`config.mk`:
```
export PLATFORM = sky130hd
export DESIGN_NAME = ising_energy_core
export DESIGN_NICKNAME = d
export VERILOG_FILES = /design/src/logic/ising_pkg.sv /design/src/logic/adder_tree.sv /design/src/logic/coupling_mem.sv /design/src/logic/energy_sweep_ctrl.sv /design/src/logic/ising_energy_core.sv /design/src/logic/partial_energy_calc.sv
export SDC_FILE = /design/constraint.sdc
export NUM_CORES = 2
export LEC_CHECK = 0
export BUFFER_PORTS_ARGS = -buffer_cell sky130_fd_sc_hd__buf_2
export CAP_MARGIN = 5
export CELL_PAD_IN_SITES_DETAIL_PLACEMENT = 1
export CELL_PAD_IN_SITES_GLOBAL_PLACEMENT = 1
export CORE_ASPECT_RATIO = 2
export CORE_MARGIN = 2
export CORE_UTILIZATION = 29
export CTS_CLUSTER_DIAMETER = 50
export DETAILED_ROUTE_END_ITERATION = 8
export PLACE_DENSITY_LB_ADDON = 0.1
export SLEW_MARGIN = 0
export SYNTH_ARGS = -nofsm -noshare
export SYNTH_HDL_FRONTEND = slang
export SYNTH_SLANG_ARGS = --single-unit
```
`constraint.sdc`:
```
create_clock -name clk_i -period 39.8 [get_ports clk_i]
set_input_delay 11.94 -clock clk_i [delete_from_list [all_inputs] [get_ports clk_i]]
set_output_delay 11.94 -clock clk_i [all_outputs]
set_load 0.01 [all_outputs]
```
`src/logic/ising_pkg.sv`:
```
/*
 * Ising energy evaluator shared definitions
 * widths, vector types and the sweep controller states
 */
package ising_pkg;

    // ==========================================================
    // sizes
    // ==========================================================
    localparam int DATASPIN         = 16; // spins per problem
    localparam int BITJ             = 4;  // coupling precision
    localparam int BITH             = 4;  // bias precision
    localparam int SCALING_BIT      = 5;  // h scaling factor width
    localparam int ENERGY_TOTAL_BIT = 16; // energy precision
    localparam int DATAJ            = DATASPIN * BITJ; // one packed J row
    // largest shift is 4, so bias grows by SCALING_BIT-1 bits
    localparam int MULTBIT          = BITH + SCALING_BIT - 1;
    localparam int IDXW             = $clog2(DATASPIN); // row address width

    // ==========================================================
    // vector types
    // ==========================================================
    typedef logic [DATASPIN-1:0]                spin_vec_t; // spins or one-hot mask
    typedef logic [DATAJ-1:0]                   jrow_t;     // J[k][j] at bits j*BITJ +: BITJ
    typedef logic signed [BITH-1:0]             hbias_t;    // two's complement bias
    typedef logic [SCALING_BIT-1:0]             hscale_t;   // unsigned factor
    typedef logic signed [ENERGY_TOTAL_BIT-1:0] energy_t;   // partial or total energy
    typedef logic [IDXW-1:0]                    spin_idx_t; // spin / row index

    // sweep controller
    typedef enum logic [1:0] {
        IDLE,  // waiting for start
        SWEEP, // issuing row reads
        DRAIN  // last rows still in flight
    } sweep_state_t;

endpackage

```
`src/logic/adder_tree.sv`:
```
/*
 * Recursive signed adder tree
 * sums N signed terms of DATAW bits into a SUMW bit signed result,
 * splitting the term list in half at every level. Purely combinational.
 */
`timescale 1ns/1ps

module adder_tree #(
    parameter int N     = 16, // number of terms
    parameter int DATAW = 8,  // width of one term
    parameter int SUMW  = 16  // width of the result
) (
    input  logic signed [N-1:0][DATAW-1:0] data_i, // terms, term 0 in the low bits
    output logic signed [SUMW-1:0]         sum_o   // signed total
);

    generate
        if (N == 1) begin : g_leaf
            // single term, just sign extend to the sum width
            assign sum_o = SUMW'($signed(data_i[0]));
        end else begin : g_node
            localparam int NL = N / 2;  // low half
            localparam int NR = N - NL; // high half, gets the odd term

            logic signed [SUMW-1:0] sum_lo; // low half subtotal
            logic signed [SUMW-1:0] sum_hi; // high half subtotal

            adder_tree #(
                .N    (NL),
                .DATAW(DATAW),
                .SUMW (SUMW)
            ) u_lo (
                .data_i(data_i[NL-1:0]),
                .sum_o (sum_lo)
            );

            adder_tree #(
                .N    (NR),
                .DATAW(DATAW),
                .SUMW (SUMW)
            ) u_hi (
                .data_i(data_i[N-1:NL]),
                .sum_o (sum_hi)
            );

            assign sum_o = sum_lo + sum_hi; // wraps at SUMW bits
        end
    endgenerate

endmodule

```
`src/logic/coupling_mem.sv`:
```
/*
 * Coupling memory
 * one J row and one h bias per spin, written through a plain strobe,
 * read back with one cycle of latency
 */
`timescale 1ns/1ps

module coupling_mem (
    input  logic                 clk_i,
    input  logic                 wr_en_i,   // write strobe, one row per edge
    input  ising_pkg::spin_idx_t wr_addr_i,
    input  ising_pkg::jrow_t     wr_jrow_i,
    input  ising_pkg::hbias_t    wr_h_i,
    input  ising_pkg::spin_idx_t rd_addr_i,
    output ising_pkg::jrow_t     rd_jrow_o, // row at rd_addr_i, one cycle later
    output ising_pkg::hbias_t    rd_h_o
);
    import ising_pkg::*;

    // ==========================================================
    // storage
    // ==========================================================
    jrow_t  j_mem [DATASPIN]; // coupling rows
    hbias_t h_mem [DATASPIN]; // local biases

    jrow_t  rd_jrow_q;
    hbias_t rd_h_q;

    // write port
    always_ff @(posedge clk_i) begin
        if (wr_en_i) begin
            j_mem[wr_addr_i] <= wr_jrow_i;
            h_mem[wr_addr_i] <= wr_h_i;
        end
    end

    // registered read, old data on a same address write
    always_ff @(posedge clk_i) begin
        rd_jrow_q <= j_mem[rd_addr_i];
        rd_h_q    <= h_mem[rd_addr_i];
    end

    assign rd_jrow_o = rd_jrow_q;
    assign rd_h_o    = rd_h_q;

endmodule

```
`src/logic/energy_sweep_ctrl.sv`:
```
/*
 * Energy sweep controller
 * latches the spins on start, issues one row read per cycle, lines up
 * the one-hot mask with the returned row and accumulates the partial
 * energies. The total is presented with a one-cycle done pulse.
 */
`timescale 1ns/1ps

module energy_sweep_ctrl (
    input  logic                 clk_i,
    input  logic                 reset_i,
    input  logic                 start_i,   // ignored while busy
    input  ising_pkg::spin_vec_t spin_i,    // valid with start_i
    input  ising_pkg::energy_t   partial_i, // from the calculator
    output ising_pkg::spin_idx_t rd_addr_o, // row address to memory
    output ising_pkg::spin_vec_t spin_o,    // latched spins
    output ising_pkg::spin_vec_t mask_o,    // one-hot on the returned row
    output logic                 busy_o,
    output logic                 done_o,
    output ising_pkg::energy_t   energy_o   // total held until the next done
);
    import ising_pkg::*;

    sweep_state_t state_q;
    spin_idx_t    idx_q;      // read index
    logic         rd_valid_q; // row from memory valid this cycle
    logic         last_q;     // that row is the last one
    spin_idx_t    mask_idx_q; // index of the row now on the memory output
    spin_vec_t    spin_q;
    energy_t      acc_q;      // running sum
    energy_t      acc_nxt;
    energy_t      energy_q;
    logic         done_q;

    assign acc_nxt = acc_q + partial_i; // wraps at 16 bits

    // ==========================================================
    // control and accumulation
    // ==========================================================
    always_ff @(posedge clk_i) begin
        if (reset_i) begin
            state_q    <= IDLE;
            idx_q      <= '0;
            rd_valid_q <= 1'b0;
            last_q     <= 1'b0;
            acc_q      <= '0;
            energy_q   <= '0;
            done_q     <= 1'b0;
        end else begin
            done_q     <= 1'b0;
            rd_valid_q <= (state_q == SWEEP);  // memory answers one edge later
            last_q     <= (state_q == SWEEP) && (idx_q == spin_idx_t'(DATASPIN - 1));

            if (rd_valid_q) begin
                acc_q <= acc_nxt;
            end
            if (rd_valid_q && last_q) begin
                energy_q <= acc_nxt; // final sum goes out with done
                done_q   <= 1'b1;
            end

            case (state_q)
                IDLE: begin
                    if (start_i) begin
                        state_q <= SWEEP;
                        idx_q   <= '0;
                        acc_q   <= '0; // fresh sweep
                    end
                end
                SWEEP: begin
                    idx_q <= idx_q + 1'b1;
                    if (idx_q == spin_idx_t'(DATASPIN - 1)) begin
                        state_q <= DRAIN;
                    end
                end
                DRAIN: begin
                    if (done_q) begin
                        state_q <= IDLE; // busy covers the done cycle
                    end
                end
                default: state_q <= IDLE;
            endcase
        end
    end

    // spin latch and mask alignment
    always_ff @(posedge clk_i) begin
        mask_idx_q <= idx_q; // follows the read latency
        if (state_q == IDLE && start_i) begin
            spin_q <= spin_i;
        end
    end

    assign rd_addr_o = idx_q;
    assign spin_o    = spin_q;
    assign mask_o    = spin_vec_t'(1) << mask_idx_q;
    assign busy_o    = (state_q != IDLE);
    assign done_o    = done_q;
    assign energy_o  = energy_q;

endmodule

```
`src/logic/ising_energy_core.sv`:
```
/*
 * Ising energy evaluator top level
 * coupling memory, sweep controller and partial energy calculator;
 * computes the total energy of a spin configuration in one sweep
 */
`timescale 1ns/1ps

module ising_energy_core (
    input  logic                 clk_i,
    input  logic                 reset_i,
    // coupling memory load
    input  logic                 wr_en_i,
    input  ising_pkg::spin_idx_t wr_addr_i,
    input  ising_pkg::jrow_t     wr_jrow_i,
    input  ising_pkg::hbias_t    wr_h_i,
    // sweep request
    input  logic                 start_i,
    input  ising_pkg::spin_vec_t spin_i,
    input  ising_pkg::hscale_t   hscaling_i, // stable during a sweep
    // result
    output logic                 busy_o,
    output logic                 done_o,
    output ising_pkg::energy_t   energy_o
);
    import ising_pkg::*;

    spin_idx_t rd_addr;        // controller to memory
    jrow_t     rd_jrow;        // row k
    hbias_t    rd_h;           // h[k]
    spin_vec_t spin_lat;       // latched spins
    spin_vec_t mask_vec;       // one-hot on k
    energy_t   partial_energy; // local energy of spin k

    // ==========================================================
    // storage
    // ==========================================================
    coupling_mem u_coupling_mem (
        .clk_i    (clk_i),
        .wr_en_i  (wr_en_i),
        .wr_addr_i(wr_addr_i),
        .wr_jrow_i(wr_jrow_i),
        .wr_h_i   (wr_h_i),
        .rd_addr_i(rd_addr),
        .rd_jrow_o(rd_jrow),
        .rd_h_o   (rd_h)
    );

    // ==========================================================
    // sequencing and accumulation
    // ==========================================================
    energy_sweep_ctrl u_sweep_ctrl (
        .clk_i    (clk_i),
        .reset_i  (reset_i),
        .start_i  (start_i),
        .spin_i   (spin_i),
        .partial_i(partial_energy),
        .rd_addr_o(rd_addr),
        .spin_o   (spin_lat),
        .mask_o   (mask_vec),
        .busy_o   (busy_o),
        .done_o   (done_o),
        .energy_o (energy_o)
    );

    partial_energy_calc u_partial_calc (
        .spin_i     (spin_lat),
        .spin_mask_i(mask_vec),
        .weight_i   (rd_jrow),
        .hbias_i    (rd_h),
        .hscaling_i (hscaling_i),
        .energy_o   (partial_energy)
    );

endmodule

```
`src/logic/partial_energy_calc.sv`:
```
/*
 * Partial energy of one masked spin
 * signed terms from the couplings of row k and the scaled bias h[k],
 * summed by an adder tree and negated when spin k is 0.
 * Purely combinational.
 */
`timescale 1ns/1ps

module partial_energy_calc (
    input  ising_pkg::spin_vec_t spin_i,      // latched spin configuration
    input  ising_pkg::spin_vec_t spin_mask_i, // one-hot on spin k
    input  ising_pkg::jrow_t     weight_i,    // row k of J
    input  ising_pkg::hbias_t    hbias_i,     // h[k]
    input  ising_pkg::hscale_t   hscaling_i,  // bias scaling factor
    output ising_pkg::energy_t   energy_o     // local energy of spin k
);
    import ising_pkg::*;

    logic signed [DATASPIN-1:0][BITJ-1:0]    weight_2c;  // unpacked couplings
    logic signed [DATASPIN-1:0][MULTBIT-1:0] weight_ext; // sign extended couplings
    logic                                    masked_bit; // spin value at the mask
    logic signed [MULTBIT-1:0]               hbias_ext;
    logic signed [MULTBIT-1:0]               hbias_scaled;
    logic signed [DATASPIN-1:0][MULTBIT-1:0] term;       // one term per spin
    energy_t                                 energy_sum; // tree output

    // ==========================================================
    // coupling unpack, taken as two's complement
    // ==========================================================
    for (genvar j = 0; j < DATASPIN; j++) begin : g_unpack
        assign weight_2c[j]  = weight_i[j*BITJ +: BITJ];
        assign weight_ext[j] = {{(MULTBIT-BITJ){weight_2c[j][BITJ-1]}}, weight_2c[j]};
    end

    // pick spin k out of the vector
    always_comb begin
        masked_bit = 1'b0;
        for (int j = 0; j < DATASPIN; j++) begin
            if (spin_mask_i[j]) begin
                masked_bit = spin_i[j];
            end
        end
    end

    // ==========================================================
    // bias scaling, power of two factors only
    // ==========================================================
    assign hbias_ext = {{(MULTBIT-BITH){hbias_i[BITH-1]}}, hbias_i};

    always_comb begin
        case (hscaling_i)
            hscale_t'(1):  hbias_scaled = hbias_ext;
            hscale_t'(2):  hbias_scaled = hbias_ext <<< 1;
            hscale_t'(4):  hbias_scaled = hbias_ext <<< 2;
            hscale_t'(8):  hbias_scaled = hbias_ext <<< 3;
            hscale_t'(16): hbias_scaled = hbias_ext <<< 4;
            default:       hbias_scaled = hbias_ext; // 0, 3, ... no shift
        endcase
    end

    // ==========================================================
    // terms: bias at the mask, +/-J elsewhere
    // ==========================================================
    always_comb begin
        for (int j = 0; j < DATASPIN; j++) begin
            if (spin_mask_i[j]) begin
                term[j] = hbias_scaled;
            end else if (spin_i[j]) begin
                term[j] = weight_ext[j];  // spin 1 adds J
            end else begin
                term[j] = -weight_ext[j]; // spin 0 subtracts J
            end
        end
    end

    adder_tree #(
        .N    (DATASPIN),
        .DATAW(MULTBIT),
        .SUMW (ENERGY_TOTAL_BIT)
    ) u_adder_tree (
        .data_i(term),
        .sum_o (energy_sum)
    );

    // sign follows spin k
    assign energy_o = masked_bit ? energy_sum : -energy_sum;

endmodule
```
---- Word level (Yosys, flattened, before mapping) ----
Memories as Yosys holds them, arrays and structs flattened. A register that Yosys moved wholly into a read port is not among the register bits.
Cells that the tools add are included.
cells by class
  equal/unequal tests ..................... 10
  add/sub/neg operators ................... 34
  reductions and logical operators ........ 8
  muxes and demuxes ....................... 62
  shift operators ......................... 1
operators by type and width
  kind                    number
  $mux W8                 32
  $neg A8 Y8              16
  $add A8 B8 Y9           8
  $mux W16                4
  $add A16 B16 Y16        3
  $add A9 B9 Y10          4
  $pmux W7 S4             1
  $mux W1                 19
  $neg A16 Y16            1
  $shl A1 B4 Y16 const A  1
  $add A10 B10 Y11        1
  $pmux W4 S2             1
  $mux W2                 3
  $pmux W2 S3             1
  $eq A5 B2 Y1 const B    1
  $eq A5 B3 Y1 const B    1
  $eq A5 B4 Y1 const B    1
  $eq A5 B5 Y1 const B    1
  $add A4 B1 Y4 const B   1
  $eq A4 B4 Y1 const B    1
  $mux W4                 1
  $ne A2 B2 Y1 const B    2
  $reduce_bool A2 Y1      2
  $logic_and A1 B1 Y1     3
  other kinds (6)         6
storage, ports and cells
  output and inout port bits .............. 18
  memories kept ........................... 2
  bits in writable memories ............... 1088
  register bits after elaboration ......... 61
  word-level logic and storage cells ...... 126
memories
  name                  words  width  read ports  clocked after memory_dff  wr ports  line                RTL
  u_coupling_mem.j_mem  16     64     1           1                         1         coupling_mem.sv:23  jrow_t j_mem [DATASPIN];
  u_coupling_mem.h_mem  16     4      1           1                         1         coupling_mem.sv:24  hbias_t h_mem [DATASPIN];

---- Depth between registers and ports, before layout ----
  depth after elaboration ................. 22
  gate-level depth with buffers ........... 41
  mapped depth without buffers ............ 40

---- Cells and area by module ----
Synthesis repeated with hierarchy kept, for this count alone.
unflattened totals
  cells, all modules ...................... 4457
  area, all modules ....................... 61632.9 µm²
by module, submodules not included
  module                                                                                        seq. area each (µm²)  cells an instance  times used  area each (µm²)
  coupling_mem                                                                                  34032.6               1750               1           41980.3
  adder_tree (u_partial_calc.u_adder_tree ...)                                                  0.0                   98                 14          724.4
  partial_energy_calc                                                                           0.0                   654                1           3793.6
  energy_sweep_ctrl                                                                             1381.3                324                1           3019.1
  adder_tree (u_partial_calc.u_adder_tree.g_node.u_hi.g_node.u_hi.g_node.u_hi.g_node.u_hi ...)  0.0                   16                 16          120.1
  adder_tree (u_partial_calc.u_adder_tree.g_node.u_hi.g_node.u_hi.g_node.u_lo)                  0.0                   101                1           775.7

---- Worst setup path after synthesis ----
Ideal clock, no wire load.
  path type ............................... input port to flip-flop
  from .................................... in hscaling_i[0]
  to ...................................... reg u_sweep_ctrl.acc_q[15]
  data arrival time ....................... 20.555 ns
  setup slack ............................. 19.122 ns
  required time ........................... 39.677 ns
  path buffers ............................ 2
  stages on the path ...................... 35
  library setup time ...................... 0.123 ns
  path through ............................ nor2_1 -> and3_1 -> clkbuf_1 -> nor4_1 -> mux2i_1 -> clkbuf_1 -> a21oi_1 -> fa_1 -> fa_1 -> fa_1 -> inv_1 -> fa_1 -> inv_1 -> ha_1 -> a21o_1 -> a21oi_1 -> o21bai_1 -> a21oi_1 -> xnor2_1 -> fa_1 -> ha_1 -> o21a_1 -> a211o_1 -> a2111oi_4 -> nand2_1 -> nand2_1 -> xor2_1 -> ha_1 -> or2_2 -> nor4_1 -> o31ai_1 -> o41ai_1 -> nand2_1 -> mux2i_1 -> mux2_1
between the ends
  longest elaborated chain between the ends .. 13
  elaborated cells between the ends (all ways) .. 42
ends and longest elaborated chain
  element                                                      line                       RTL
  from (decl)                                                  ising_energy_core.sv:19    input ising_pkg::hscale_t hscaling_i,
  $eq A5 B5 Y1, or another cell as far along                   partial_energy_calc.sv:51  case (hscaling_i)
  $pmux W7 S4 (*)                                              partial_energy_calc.sv:51
  $mux W8                                                      partial_energy_calc.sv:66  if (spin_mask_i[j]) begin
  $add A8 B8 Y9                                                adder_tree.sv:46           assign sum_o = sum_lo + sum_hi;
  $add A9 B9 Y10                                               adder_tree.sv:46
  $add A16 B16 Y16 / $add A10 B10 Y11 (equally long branches)  adder_tree.sv:46
  $add A16 B16 Y16 (*)                                         adder_tree.sv:46
  $neg A16 Y16                                                 partial_energy_calc.sv:86  assign energy_o = masked_bit ? energy_sum : -energy_sum;
  $mux W16 (*)                                                 partial_energy_calc.sv:86
  $add A16 B16 Y16 (*)                                         energy_sweep_ctrl.sv:35    assign acc_nxt = acc_q + partial_i;
  $mux W16 (*)                                                 energy_sweep_ctrl.sv:54    if (rd_valid_q) begin
  $mux W16                                                     energy_sweep_ctrl.sv:64    if (start_i) begin
  $mux W16 (*)                                                 energy_sweep_ctrl.sv:62    case (state_q)
  to (signal assigned)                                         energy_sweep_ctrl.sv:55    acc_q <= acc_nxt;
  to (decl)                                                    energy_sweep_ctrl.sv:30    energy_t acc_q;
Every way passes the cells marked *; elsewhere a longest branch is shown, timed or not.
A chain may end at the register's enable or synchronous reset.

---- Worst setup path in the final report ----
  from .................................... in hscaling_i[3]
  to ...................................... reg u_sweep_ctrl.acc_q[15]
The elaborated chain is that of the path after synthesis.

==> summary.md <==
| Metric | Value |
|---|---|
| Die W | `305 um` |
| RePlAce Congestion | `0.858` |
| Via Count | `27000` |
| Layout overhead on the synthesized area | `14.3%` |
| Synth async-reset ratio | `0` |
| Worst R2R End | `u_sweep_ctrl.acc_q[15]` |
| Count leader, synth | `edfxtp_1` |
| Tcrit/Tclk final | `0.545` |
| Port buffer count | `approximately 110` |
| Total core area | `roughly 180000 sq um` |
| I/O pin count | `roughly 120` |
| Mapped Nets | `3217` |
| CTS sink count | `between 1000 and 1500` |
| Crit start category | `input port` |
| Final wirelength | `approximately 150 mm` |
| Status | `finished clean` |
| Antenna violations before repair | `38` |
| Reg2reg path depth | `30` |
| Worst hold stages | `2` |
| Initial Utilization | `0.292` |
| Via/cell ratio | `4.88` |
| Vias in the first global route | `just over 30000` |
| First-pass GRT wire length | `221 mm` |
| Mean routed wirelength per cell | `27.4 um` |
| H-Tree Depth | `3` |
| Initial DRC count | `1533` |
| Cell Area, Synth | `between 50000 and 60000 sq um` |
| Yosys warning count | `0` |
| Fin. max-slew vios | `0` |
| Final Skew | `between 20 and 30 ps` |
| Worst min-delay path category | `reg2reg` |
| Cell variety after synth | `between 70 and 80` |
| CP Data Required Time | `approximately 40000 ps` |
| Total grt overflow | `0` |
| Worst rel slew slack | `0.230` |
| RSZ-0062 raised after global routing | `false` |
| Final Hold Fails | `0` |
| Post-synth top area share | `0.632` |
| TritonCTS clock tree | `done` |
| Worst Tran Pin Value | `approximately 1100 ps` |
| Worst R2R Start | `u_sweep_ctrl.mask_idx_q[1]` |
| Layout cells sized above 1 | `0.230` |
| Cells after Synth | `~3000` |
| Hold wc startpoint | `u_sweep_ctrl.energy_o[12]` |
| Crit-path max FO | `16` |
| Worst-Skew Late Latency | `730 ps` |
| Remaining DRCs | `0` |
| Clock-pin slew on the worst setup and hold paths | `around 60 ps` |
| Post-CTS resize count | `0` |
| Area leader, netlist | `edfxtp_1` |
| CTS Buffer Depth | `3` |
| DP Wirelength | `93.3 mm` |
| Tmin final | `roughly 22000 ps` |
| Max Freq | `between 40 and 50 MHz` |
| CP endpoint kind | `flop` |
| Largest net degree at the start of global routing | `99` |
| Main synth FF type | `edfxtp_1` |
| Final core occ | `0.334` |
| Max cap viols | `0` |
| Seq/Total Area, Yosys | `0.675` |
| Flop-to-flop setup slack | `between 20000 and 30000 ps` |
| Slowest stage delay, CP | `just under 900 ps` |
| Setup TNS | `0 ps` |
| Die H | `a little over 600 um` |
| Slowest cell on the critical path | `a22o_1` |
| Final setup fails | `0` |
| Critical Path AT | `22310 ps` |
| Post-synth EDFFs | `approximately 1100` |
| Number of core rows | `220` |
| Die footprint | `around 180000 sq um` |
| Post-CTS Setup Inserts | `0` |
| Antenna viol nets, final | `0` |
| Average size of a mapped cell | `~18 sq um` |
| CTS Buf Count | `about 120` |
| Hold buffers post-CTS | `0` |
| Detailed Routing Iterations Pass 1 | `4` |
| Yosys reg bits | `~1200` |
| Clock root buffer | `clkbuf_16` |
| Setup CP Type | `in2reg` |
| Global Route Usage Sum | `0.166` |
| Top post-synthesis cells by area | `edfxtp_1 (63%), mux4_2 (15%), dfxtp_1 (4.3%)` |
| Top cells by count, synth | `edfxtp_1 (1104), mux4_2 (340), inv_1 (196)` |
| CP dominant cell by count | `fa_1` |
| Final nets | `approximately 3400` |
| Hold EP | `u_sweep_ctrl.energy_o[12]` |
## placed cells by master, fill, tap and decap left out, drive strengths merged, types with 15 or more instances in the layout
cell type / instances
nand2b: 28
inv: 206
nor3: 21
fa: 98
a21oi: 130
buf: 169
ha: 90
nand2: 120
o21ai: 94
dfxtp: 113
nor2: 155
mux2i: 49
xnor2: 42
or3: 16
edfxtp: 1104
xor2: 24
o21bai: 15
clkbuf: 155
nand3: 28
clkinv: 37
mux4: 340
## critical path, delay by kind of cell
| kind | cells | cell delay, ps |
|---|---|---|
| xor gates and xnor gates | 2 | 240 |
| muxes | 2 | 510 |
| adders and majority gates | 9 | 3560 |
| buffers and inverters | 2 | 190 |
| and+or+nand+nor | 11 | 2730 |
| AOI/OAI and AO/OA | 8 | 3080 |
## worst max-delay path by stage
stage                                         to  slack [ps]     startpoint
after global placement    u_sweep_ctrl.acc_q[15]       17550  hscaling_i[1]
final                     u_sweep_ctrl.acc_q[15]       18100  hscaling_i[3]
after global routing      u_sweep_ctrl.acc_q[15]       17500  hscaling_i[2]
after CTS                 u_sweep_ctrl.acc_q[15]       18110  hscaling_i[3]
after detailed placement  u_sweep_ctrl.acc_q[15]       17320  hscaling_i[3]
after floorplan           u_sweep_ctrl.acc_q[15]       19120  hscaling_i[0]
## flip-flops by register name, indices dropped and copies added (netlist names)
name and flops:
u_sweep_ctrl.rd_addr_o 4, u_sweep_ctrl.last_q 1, u_coupling_mem.h_mem 64, u_sweep_ctrl.rd_valid_q 1, u_sweep_ctrl.acc_q 16, u_sweep_ctrl.mask_idx_q 4
u_coupling_mem.rd_jrow_o 64, u_sweep_ctrl.spin_o 16, u_sweep_ctrl.energy_o 16, u_sweep_ctrl.done_o 1, u_sweep_ctrl.state_q 2, u_coupling_mem.j_mem 1024
u_coupling_mem.rd_h_o 4
## area by class of cell
class / count / area [sq um]
diodes: 10 / 25.0
clock buffers: 155 / 3190
clock inverters: 61 / 718
fillers: 18100 / 120000
inverters: 196 / 736
multi-input cells: 1390 / 15900
flip-flops and latches: 1217 / 35400
well taps: 2331 / 2920
repair buffers: 169 / 1020
## through the flow
stage / area, sq um / hold WS (ps) / worst slack [ps] / instances
after floorplan: 52400 / 329 / 19120 / 2932
after detailed placement: 56000 / 462 / 17320 / 5303
after CTS: 59900 / 469 / 18110 / 5519
final: 59900 / 468 / 18100 / 5529
after global routing: 59900 / 488 / 17500 / 5523
after global placement: 56000 / 452 / 17550 / 5303
## kinds of logic (layout without fill, tap and decap cells)
kind of cell / Yosys count / after routing / synth area share
other cells: 0 / 10 / 0
fa+ha+maj: 188 / 188 / 0.0589
simple gates: 422 / 422 / 0.0371
buf+inv: 325 / 581 / 0.0239
mux: 394 / 394 / 0.156
xor+xnor: 67 / 67 / 0.0115
compound gates: 319 / 319 / 0.0368
flops: 1217 / 1217 / 0.675
## per-layer routing
metal / up-vias / wire length [um] / part of all wire / track usage
li1: 11700 / - / - / -
met1: 14600 / 59100 / 0.39 / 0.190
met2: 425 / 83800 / 0.55 / 0.317
met3: 211 / 4590 / 0.030 / 0.0230
met4: 20 / 3930 / 0.026 / 0.0473
met5: - / 126 / 0.00083 / 0
Power is not shown: default switching activity piles up to over one toggle a cycle in this logic, so the estimate is an artifact.
